## config.mk

```make
export PLATFORM = sky130hd
export DESIGN_NAME = lpif_lite_top
export DESIGN_NICKNAME = d
export VERILOG_FILES = /design/src/source/lpif_lite_pkg.sv /design/src/source/lpif_lite_user_if.sv /design/src/source/lpif_lite_auto_sync.sv /design/src/source/lpif_lite_lane_concat.sv /design/src/source/lpif_lite_top.sv
export SDC_FILE = /design/constraint.sdc
export NUM_CORES = 1
export LEC_CHECK = 0
export BUFFER_PORTS_ARGS = -buffer_cell sky130_fd_sc_hd__buf_2
export CAP_MARGIN = 20
export CORE_AREA = 2 2 273 275
export CTS_BUF_LIST = sky130_fd_sc_hd__clkbuf_8
export DETAILED_ROUTE_END_ITERATION = 7
export DIE_AREA = 0 0 275 277
export PLACE_DENSITY = 0.62
export SLEW_MARGIN = 20
export SYNTH_ARGS = -nofsm -noshare
export SYNTH_HDL_FRONTEND = slang
export SYNTH_SLANG_ARGS = --single-unit
```

## constraint.sdc

```tcl
create_clock -name clk_wr -period 2.13 [get_ports clk_wr]
set_input_delay 0.1065 -clock clk_wr [delete_from_list [all_inputs] [get_ports clk_wr]]
set_output_delay 0.1065 -clock clk_wr [all_outputs]
set_load 0.01 [all_outputs]
```

## src/source/lpif_lite_pkg.sv

```systemverilog
////////////////////
// Flit layout, lane word layout and shared widths of the lite link endpoint
// Compile this package ahead of every other source file
////////////////////
package lpif_lite_pkg;

  ////////////////////
  // Flit fields

  typedef logic [3:0]   state_t;
  typedef logic [1:0]   protid_t;
  typedef logic [127:0] data_t;
  // CRC rides along with the flit and is never checked here
  typedef logic [15:0]  crc_t;

  typedef struct packed {
    state_t  state;
    protid_t protid;
    data_t   data;
    crc_t    crc;
    logic    dvalid;
    logic    valid;
  } flit_t;

  localparam int FLIT_WIDTH = $bits(flit_t);

  ////////////////////
  // Lane word layout

  localparam int LANE_WIDTH   = 40;
  localparam int LANE_PAYLOAD = 38;
  localparam int LANE_STB     = 39;
  localparam int LANE_MRK     = 38;

  typedef logic [LANE_WIDTH-1:0] lane_word_t;

  ////////////////////
  // Control and debug

  typedef logic [7:0]  delay_t;
  typedef logic [31:0] status_t;

endpackage

```

## src/source/lpif_lite_user_if.sv

```systemverilog
////////////////////
// User side of the link. Captures upstream fields into a flit and
// drives received flits onto the downstream fields
////////////////////
module lpif_lite_user_if (
  input  logic                   clk_wr,
  input  logic                   arst_n,

  // Upstream channel
  input  lpif_lite_pkg::state_t  ustrm_state,
  input  lpif_lite_pkg::protid_t ustrm_protid,
  input  lpif_lite_pkg::data_t   ustrm_data,
  input  lpif_lite_pkg::crc_t    ustrm_crc,
  input  logic                   ustrm_dvalid,
  input  logic                   ustrm_valid,

  // From the lane block
  input  lpif_lite_pkg::flit_t   rx_flit,
  input  logic                   align_err,

  // To the lane block
  output lpif_lite_pkg::flit_t   tx_flit,

  // Downstream channel
  output lpif_lite_pkg::state_t  dstrm_state,
  output lpif_lite_pkg::protid_t dstrm_protid,
  output lpif_lite_pkg::data_t   dstrm_data,
  output lpif_lite_pkg::crc_t    dstrm_crc,
  output logic                   dstrm_dvalid,
  output logic                   dstrm_valid,

  output lpif_lite_pkg::status_t rx_downstream_debug_status
);
  import lpif_lite_pkg::*;

  localparam int HALF_WIDTH = $bits(status_t) / 2;

  logic [HALF_WIDTH-1:0] err_cnt_q;
  logic [HALF_WIDTH-1:0] vld_cnt_q;

  ////////////////////
  // Upstream capture

  always_ff @(posedge clk_wr or negedge arst_n) begin
    if (!arst_n) begin
      tx_flit <= '0;
    end else begin
      tx_flit.state  <= ustrm_state;
      tx_flit.protid <= ustrm_protid;
      tx_flit.data   <= ustrm_data;
      tx_flit.crc    <= ustrm_crc;
      // Data valid only means something on a valid flit
      tx_flit.dvalid <= ustrm_valid & ustrm_dvalid;
      tx_flit.valid  <= ustrm_valid;
    end
  end

  ////////////////////
  // Downstream delivery

  always_ff @(posedge clk_wr or negedge arst_n) begin
    if (!arst_n) begin
      dstrm_valid  <= 1'b0;
      dstrm_dvalid <= 1'b0;
    end else begin
      dstrm_valid  <= rx_flit.valid;
      dstrm_dvalid <= rx_flit.dvalid;
    end
  end

  always_ff @(posedge clk_wr) begin
    dstrm_state  <= rx_flit.state;
    dstrm_protid <= rx_flit.protid;
    dstrm_data   <= rx_flit.data;
    dstrm_crc    <= rx_flit.crc;
  end

  ////////////////////
  // Receive debug counters

  // Both halves stick at all ones
  always_ff @(posedge clk_wr or negedge arst_n) begin
    if (!arst_n) begin
      err_cnt_q <= '0;
      vld_cnt_q <= '0;
    end else begin
      if (align_err && (err_cnt_q != '1)) begin
        err_cnt_q <= err_cnt_q + 1'b1;
      end
      // Counted as the flit moves onto dstrm
      if (rx_flit.valid && (vld_cnt_q != '1)) begin
        vld_cnt_q <= vld_cnt_q + 1'b1;
      end
    end
  end

  assign rx_downstream_debug_status = {err_cnt_q, vld_cnt_q};

  // Holds over the whole path from upstream capture through the lanes
  a_dvalid_needs_valid: assert property (
    @(posedge clk_wr) disable iff (!arst_n)
      dstrm_dvalid |-> dstrm_valid
  ) else $error("dstrm_dvalid high while dstrm_valid is low");

endmodule

```

## src/source/lpif_lite_auto_sync.sv

```systemverilog
////////////////////
// Online delay for both directions plus transmit strobe and marker bits
////////////////////
module lpif_lite_auto_sync (
  input  logic                  clk_wr,
  input  logic                  arst_n,
  input  logic                  tx_online,
  input  logic                  rx_online,
  input  lpif_lite_pkg::delay_t delay_x_value,
  input  lpif_lite_pkg::delay_t delay_xz_value,
  output logic                  tx_online_delay,
  output logic                  rx_online_delay,
  output logic                  tx_stb_bit,
  output logic                  tx_mrk_bit
);
  import lpif_lite_pkg::*;

  typedef enum logic [1:0] {
    SYNC_OFFLINE,
    SYNC_COUNT,
    SYNC_ONLINE
  } sync_state_e;

  // Channel 0 is transmit and channel 1 is receive
  logic   [1:0] online_req;
  delay_t [1:0] delay_val;
  logic   [1:0] online_ack;

  assign online_req = {rx_online, tx_online};
  assign delay_val  = {delay_x_value, delay_xz_value};

  ////////////////////
  // Delay state machines

  for (genvar ch = 0; ch < 2; ch++) begin : g_sync
    sync_state_e state_q;
    delay_t      cnt_q;
    delay_t      cnt_inc;

    assign cnt_inc = cnt_q + delay_t'(1);

    always_ff @(posedge clk_wr or negedge arst_n) begin
      if (!arst_n) begin
        state_q <= SYNC_OFFLINE;
        cnt_q   <= '0;
      end else if (!online_req[ch]) begin
        state_q <= SYNC_OFFLINE;
        cnt_q   <= '0;
      end else begin
        case (state_q)
          SYNC_OFFLINE: begin
            cnt_q <= delay_t'(1);
            // Delay of one goes straight online on the first high sample
            if (delay_val[ch] <= delay_t'(1)) begin
              state_q <= SYNC_ONLINE;
            end else begin
              state_q <= SYNC_COUNT;
            end
          end
          SYNC_COUNT: begin
            cnt_q <= cnt_inc;
            if (cnt_inc >= delay_val[ch]) begin
              state_q <= SYNC_ONLINE;
            end
          end
          default: begin
            state_q <= SYNC_ONLINE;
          end
        endcase
      end
    end

    assign online_ack[ch] = (state_q == SYNC_ONLINE);
  end

  assign tx_online_delay = online_ack[0];
  assign rx_online_delay = online_ack[1];

  ////////////////////
  // Strobe and marker

  // Strobe is on for every word while transmit is online
  assign tx_stb_bit = tx_online_delay;

  always_ff @(posedge clk_wr or negedge arst_n) begin
    if (!arst_n) begin
      tx_mrk_bit <= 1'b0;
    end else if (tx_online_delay) begin
      tx_mrk_bit <= ~tx_mrk_bit;
    end else begin
      tx_mrk_bit <= 1'b0;
    end
  end

  a_tx_delay_after_online: assert property (
    @(posedge clk_wr) disable iff (!arst_n)
      tx_online_delay |-> $past(tx_online)
  ) else $error("tx_online_delay high without tx_online at the previous edge");

endmodule

```

## src/source/lpif_lite_lane_concat.sv

```systemverilog
////////////////////
// Lane side of the link. Stripes flits over the PHY lanes and
// checks strobe and marker alignment on the way back
////////////////////
module lpif_lite_lane_concat #(
  parameter int NUM_LANES = 4
) (
  input  logic                                      clk_wr,
  input  logic                                      arst_n,

  // Transmit
  input  lpif_lite_pkg::flit_t                      tx_flit,
  output lpif_lite_pkg::lane_word_t [NUM_LANES-1:0] tx_phy,

  // Receive
  input  lpif_lite_pkg::lane_word_t [NUM_LANES-1:0] rx_phy,
  output lpif_lite_pkg::flit_t                      rx_flit,
  output logic                                      align_err,

  // From auto sync
  input  logic                                      tx_online_delay,
  input  logic                                      rx_online_delay,
  input  logic                                      tx_stb_bit,
  input  logic                                      tx_mrk_bit,

  output lpif_lite_pkg::status_t                    tx_upstream_debug_status
);
  import lpif_lite_pkg::*;

  localparam int STRIPE_WIDTH = NUM_LANES * LANE_PAYLOAD;

  if (STRIPE_WIDTH < FLIT_WIDTH) begin : g_lane_check
    $error("lpif_lite_lane_concat needs NUM_LANES of 4 or more, got %0d", NUM_LANES);
  end

  logic [STRIPE_WIDTH-1:0]    tx_stripe;
  logic [STRIPE_WIDTH-1:0]    rx_stripe;
  lane_word_t [NUM_LANES-1:0] tx_lanes;
  logic [NUM_LANES-1:0]       rx_stb;
  logic [NUM_LANES-1:0]       rx_mrk;
  logic                       rx_aligned;
  logic                       rx_locked_q;
  logic                       rx_last_mrk_q;
  status_t                    tx_cnt_q;

  ////////////////////
  // Transmit striping

  always_comb begin
    tx_stripe = '0;
    tx_stripe[FLIT_WIDTH-1:0] = tx_flit;
    for (int k = 0; k < NUM_LANES; k++) begin
      tx_lanes[k]                   = '0;
      tx_lanes[k][LANE_PAYLOAD-1:0] = tx_stripe[k*LANE_PAYLOAD +: LANE_PAYLOAD];
      tx_lanes[k][LANE_STB]         = tx_stb_bit;
      tx_lanes[k][LANE_MRK]         = tx_mrk_bit;
    end
  end

  always_ff @(posedge clk_wr or negedge arst_n) begin
    if (!arst_n) begin
      tx_phy <= '0;
    end else if (tx_online_delay) begin
      tx_phy <= tx_lanes;
    end else begin
      tx_phy <= '0;
    end
  end

  // Sent valid flits, saturating
  always_ff @(posedge clk_wr or negedge arst_n) begin
    if (!arst_n) begin
      tx_cnt_q <= '0;
    end else if (tx_online_delay && tx_flit.valid && (tx_cnt_q != '1)) begin
      tx_cnt_q <= tx_cnt_q + 1'b1;
    end
  end

  assign tx_upstream_debug_status = tx_cnt_q;

  ////////////////////
  // Receive alignment

  always_comb begin
    for (int k = 0; k < NUM_LANES; k++) begin
      rx_stb[k] = rx_phy[k][LANE_STB];
      rx_mrk[k] = rx_phy[k][LANE_MRK];
      rx_stripe[k*LANE_PAYLOAD +: LANE_PAYLOAD] = rx_phy[k][LANE_PAYLOAD-1:0];
    end
  end

  // Unlocked means the first word after going online, either marker is fine
  assign rx_aligned = (&rx_stb)
                   && (rx_mrk == {NUM_LANES{rx_mrk[0]}})
                   && (!rx_locked_q || (rx_mrk[0] != rx_last_mrk_q));

  always_ff @(posedge clk_wr or negedge arst_n) begin
    if (!arst_n) begin
      rx_flit       <= '0;
      align_err     <= 1'b0;
      rx_locked_q   <= 1'b0;
      rx_last_mrk_q <= 1'b0;
    end else if (!rx_online_delay) begin
      rx_flit     <= '0;
      align_err   <= 1'b0;
      rx_locked_q <= 1'b0;
    end else if (rx_aligned) begin
      rx_flit       <= flit_t'(rx_stripe[FLIT_WIDTH-1:0]);
      align_err     <= 1'b0;
      rx_locked_q   <= 1'b1;
      rx_last_mrk_q <= rx_mrk[0];
    end else begin
      rx_flit       <= '0;
      align_err     <= 1'b1;
      // A dropped word still steps the marker phase
      rx_last_mrk_q <= ~rx_last_mrk_q;
    end
  end

  a_tx_idle_lanes_zero: assert property (
    @(posedge clk_wr) disable iff (!arst_n)
      !tx_online_delay |=> (tx_phy == '0)
  ) else $error("tx_phy not zero after tx_online_delay was low");

endmodule

```

## src/source/lpif_lite_top.sv

```systemverilog
////////////////////
// Top of the lite link endpoint. Ties user side, auto sync and lanes
////////////////////
module lpif_lite_top #(
  parameter int NUM_LANES = 4
) (
  input  logic                                      clk_wr,
  input  logic                                      arst_n,

  // Control
  input  logic                                      tx_online,
  input  logic                                      rx_online,
  input  lpif_lite_pkg::delay_t                     delay_x_value,
  input  lpif_lite_pkg::delay_t                     delay_xz_value,

  // PHY lanes
  output lpif_lite_pkg::lane_word_t [NUM_LANES-1:0] tx_phy,
  input  lpif_lite_pkg::lane_word_t [NUM_LANES-1:0] rx_phy,

  // Upstream channel
  input  lpif_lite_pkg::state_t                     ustrm_state,
  input  lpif_lite_pkg::protid_t                    ustrm_protid,
  input  lpif_lite_pkg::data_t                      ustrm_data,
  input  lpif_lite_pkg::crc_t                       ustrm_crc,
  input  logic                                      ustrm_dvalid,
  input  logic                                      ustrm_valid,

  // Downstream channel
  output lpif_lite_pkg::state_t                     dstrm_state,
  output lpif_lite_pkg::protid_t                    dstrm_protid,
  output lpif_lite_pkg::data_t                      dstrm_data,
  output lpif_lite_pkg::crc_t                       dstrm_crc,
  output logic                                      dstrm_dvalid,
  output logic                                      dstrm_valid,

  // Debug status
  output lpif_lite_pkg::status_t                    rx_downstream_debug_status,
  output lpif_lite_pkg::status_t                    tx_upstream_debug_status
);
  import lpif_lite_pkg::*;

  ////////////////////
  // Interconnect

  flit_t tx_flit;
  flit_t rx_flit;
  logic  align_err;
  logic  tx_online_delay;
  logic  rx_online_delay;
  logic  tx_stb_bit;
  logic  tx_mrk_bit;

  ////////////////////
  // Blocks

  lpif_lite_user_if user_if_inst (
    .clk_wr                     (clk_wr),
    .arst_n                     (arst_n),
    .ustrm_state                (ustrm_state),
    .ustrm_protid               (ustrm_protid),
    .ustrm_data                 (ustrm_data),
    .ustrm_crc                  (ustrm_crc),
    .ustrm_dvalid               (ustrm_dvalid),
    .ustrm_valid                (ustrm_valid),
    .rx_flit                    (rx_flit),
    .align_err                  (align_err),
    .tx_flit                    (tx_flit),
    .dstrm_state                (dstrm_state),
    .dstrm_protid               (dstrm_protid),
    .dstrm_data                 (dstrm_data),
    .dstrm_crc                  (dstrm_crc),
    .dstrm_dvalid               (dstrm_dvalid),
    .dstrm_valid                (dstrm_valid),
    .rx_downstream_debug_status (rx_downstream_debug_status)
  );

  lpif_lite_auto_sync auto_sync_inst (
    .clk_wr          (clk_wr),
    .arst_n          (arst_n),
    .tx_online       (tx_online),
    .rx_online       (rx_online),
    .delay_x_value   (delay_x_value),
    .delay_xz_value  (delay_xz_value),
    .tx_online_delay (tx_online_delay),
    .rx_online_delay (rx_online_delay),
    .tx_stb_bit      (tx_stb_bit),
    .tx_mrk_bit      (tx_mrk_bit)
  );

  lpif_lite_lane_concat #(
    .NUM_LANES (NUM_LANES)
  ) lane_concat_inst (
    .clk_wr                   (clk_wr),
    .arst_n                   (arst_n),
    .tx_flit                  (tx_flit),
    .tx_phy                   (tx_phy),
    .rx_phy                   (rx_phy),
    .rx_flit                  (rx_flit),
    .align_err                (align_err),
    .tx_online_delay          (tx_online_delay),
    .rx_online_delay          (rx_online_delay),
    .tx_stb_bit               (tx_stb_bit),
    .tx_mrk_bit               (tx_mrk_bit),
    .tx_upstream_debug_status (tx_upstream_debug_status)
  );

endmodule

```

==> metrics.yaml <==
status: "completed"
synth_largest_area_cell: "dfrtp_1"
avgRoutedWirePerCell_um: 17.1
fin_skew_ns: 0.0502
cts_buffers: 112
grt_max_degree: 91
synth_flop_cell: "dfrtp_1"
dp.cells: 3102
reg2reg_from: "auto_sync_inst.g_sync[0].cnt_q[1]"
netlist_instances: 1422
synth.area.top_cells: "dfrtp_1 64%, dfxtp_1 14%, and2_1 9.0%"
clock_latency_ns: 0.72
worstHoldStart: "ustrm_data[105]"
setup_viol: 0
ff2ff_setup_slack_ns: 0.02
tritoncts: "built"
worstReg2RegEnd: "auto_sync_inst.g_sync[0].state_q[0]"
final_cells: 3770
crit_arrival_ns: 2.69
grt-ovfl-total: 0
first_iter_violations: 643
io_buffers: 707
power.density_nw_per_um2: 903
hold_depth: 2
vias: 15572
end_kind: "register"
num_rows: 100
rsz0062_at_grt: "true"
finalHoldViolCount: 0
synth_top_area_frac: 0.644
track_usage: 0.167
period_share: 0.993
min_period_ns: 2.11
ir_drop_mv: 0.685
drv_cap: 0
hold_ws_ns: 0.0682
die_h_um: 277
min_to: "user_if_inst.tx_flit[123]"
synth_nets: 1775
slew_violations: 0
htreeDepth: 3
routed_wl_um: 64600
syn2layout_area_growth_pct: 57.4
worst-path-max-fanout: 3
dp_hpwl_um: 43300
synthDistinctLibCells: 49
grt_pass1_wl_um: 97600
netlist_area_um2: 21300
antenna_left: 0
io_pins: 708
clock_sinks: 698
final_core_util: 0.455
yosysSeqAreaShare: 0.785
place_area_um2: 26400
finalInstanceArea_um2: 33500
die-area_um2: 76200
gp_congestion: 0.899
first_pass_iters: 5
nets: 3047
clk_pin_slew_ns: 0.06
required_ns: 2.70
ys_seq_elements: 698
synth_edf_count: 0
drc: 0
grt_pass1_vias: 17462
clock.fmax_mhz: 473
worst_setup_path_start_kind: "register"
critPathKind: "reg2reg"
hold_path.class: "in2reg"
root_buffer: "clkbuf_8"
initial_core_util: 0.289
core_region_area_um2: 73600
place_ws_ns: -0.0553
tightest_slew_ns: 0.552
setup_ws_ns: 0.0152
clockBufferDepth: 3
drive_gt1_frac: 0.357
relSlewSlack: 0.632
antenna_found_initial: 12
yosysWarnings: 0
synth.avg_cell_area_um2: 15.0
synth-async-reset-ratio: 0.785
vias_per_cell: 4.13
r2r_cells: 8
leakagePower_nw: 17.3
dieWidth_um: 275
==> worst max path at each step <==
stage / from / to / slack, ns
CTS: lane_concat_inst.tx_upstream_debug_status[10] / lane_concat_inst.tx_upstream_debug_status[7] / 0.002
floorplan: lane_concat_inst.tx_upstream_debug_status[9] / lane_concat_inst.tx_upstream_debug_status[1] / 0.01
global placement: auto_sync_inst.g_sync[0].cnt_q[0] / auto_sync_inst.g_sync[0].state_q[1] / -0.002
global route: auto_sync_inst.g_sync[1].cnt_q[1] / auto_sync_inst.g_sync[1].state_q[0] / -0.07
detailed placement: auto_sync_inst.g_sync[0].cnt_q[1] / auto_sync_inst.g_sync[0].state_q[1] / -0.06
finish: auto_sync_inst.g_sync[0].cnt_q[1] / auto_sync_inst.g_sync[0].state_q[0] / 0.02
==> state kept, by name, summed over array words and instances, names as in the netlist <==
register                                   cells
user_if_inst.vld_cnt_q                        16
lane_concat_inst.rx_locked_q                   1
lane_concat_inst.tx_phy                      154
user_if_inst.dstrm_data                      128
user_if_inst.dstrm_protid                      2
auto_sync_inst.g_sync.state_q                  4
user_if_inst.dstrm_dvalid                      1
user_if_inst.dstrm_crc                        16
user_if_inst.err_cnt_q                        16
lane_concat_inst.rx_flit                     152
lane_concat_inst.align_err                     1
auto_sync_inst.tx_mrk_bit                      1
lane_concat_inst.tx_upstream_debug_status     32
lane_concat_inst.rx_last_mrk_q                 1
user_if_inst.dstrm_valid                       1
user_if_inst.dstrm_state                       4
user_if_inst.tx_flit                         152
auto_sync_inst.g_sync.cnt_q                   16
==> metal layers <==
| layer | up-vias | wire (µm) | share of wire | global-route usage |
|---|---|---|---|---|
| met3 | 190 | 3680 | 0.057 | 0.0404 |
| met2 | 588 | 32500 | 0.50 | 0.284 |
| met1 | 7650 | 25200 | 0.39 | 0.191 |
| met4 | 2 | 3190 | 0.049 | 0.0937 |
| li1 | 7142 | - | - | - |
| met5 | - | 13 | 0.00020 | 0 |
==> stage by stage <==
stage / TNS (ns) / power, mW
finish: 0 / 30.3
global route: -0.173 / 31.7
CTS: 0 / 30.5
detailed placement: -0.157 / 17.4
global placement: -0.00163 / 17.3
floorplan: 0 / 15.6
==> area by class of cell <==
| type | instances | area, µm² |
|---|---|---|
| fillers | 6480 | 40100 |
| flip-flops and latches | 698 | 16700 |
| repair buffers | 1206 | 8540 |
| multi-input cells | 649 | 4390 |
| clock buffers | 140 | 1930 |
| well taps | 969 | 1210 |
| clock inverters | 71 | 571 |
| inverters | 27 | 101 |
| diodes | 10 | 25.0 |
==> worst max-delay path, cell delays in order, from the launching register on <==
cell and delay (ns):
dfrtp_1 0.41, and3_4 0.19, and3_4 0.17, and3_4 0.18, xor2_2 0.15, ha_1 0.30
nand4_1 0.07, o311a_1 0.37, a21o_1 0.17
==> layout by cell type (no fill, tap or decap), types with 7 or more instances in the layout <==
cell	Yosys	final
buf_4	7	48
inv_1	27	53
nand4_1	17	17
mux2_2	7	7
nor3_1	15	15
bufinv_16	0	8
ha_1	21	19
clkbuf_8	0	140
xnor2_1	36	36
a32o_1	10	10
o21ai_0	17	16
buf_2	2	706
xor2_1	25	21
nand3_1	37	34
a21oi_1	8	8
clkinv_2	0	30
nand2_1	34	34
and4_1	9	9
and2_1	307	307
nor2_1	44	41
dfxtp_1	150	150
buf_12	0	10
diode_2	0	10
dfrtp_1	548	543
dlygate4sd3_1	0	438
==> power breakdown <==
part	internal (mW)	switching, mW	total (mW)
clock network	6.96	5.45	12.4
registers	13.9	0.338	14.3
logic	1.77	1.80	3.57
total	22.7	7.59	30.3
==> synth_stat cells, types with 10 or more instances <==
library cell / count
nand2_1: 34
nor2_1: 44
nand3_1: 37
o21ai_0: 17
dfrtp_1: 548
ha_1: 21
clkbuf_1: 38
a32o_1: 10
xnor2_1: 36
dfxtp_1: 150
xor2_1: 25
inv_1: 27
and2_1: 307
nor3_1: 15
nand4_1: 17
==> cell families (layout without fill, tap and decap cells) <==
| logic type | after synthesis | count (layout) | share of synthesized area |
|---|---|---|---|
| fa+ha+maj | 21 | 21 | 0.0123 |
| xor+xnor | 61 | 61 | 0.0251 |
| buf+inv | 75 | 1444 | 0.0149 |
| simple gates | 500 | 500 | 0.138 |
| other cells | 0 | 10 | 0 |
| compound gates | 58 | 58 | 0.0192 |
| flops | 698 | 698 | 0.785 |
| mux | 9 | 9 | 0.00488 |
==> what timing repair did <==
| item | in CTS | in global routing |
|---|---|---|
| setup endpoints to repair | 5 | 20 |
| hold buffers | 439 | 0 |
| gates resized for setup | 11 | 20 |
| cloned | 0 | 0 |
| pin swaps | 8 | 14 |
| hold endpoints to repair | 875 | 0 |
| buffers inserted | 5 | 3 |
Power figures use the tool's default switching activity.
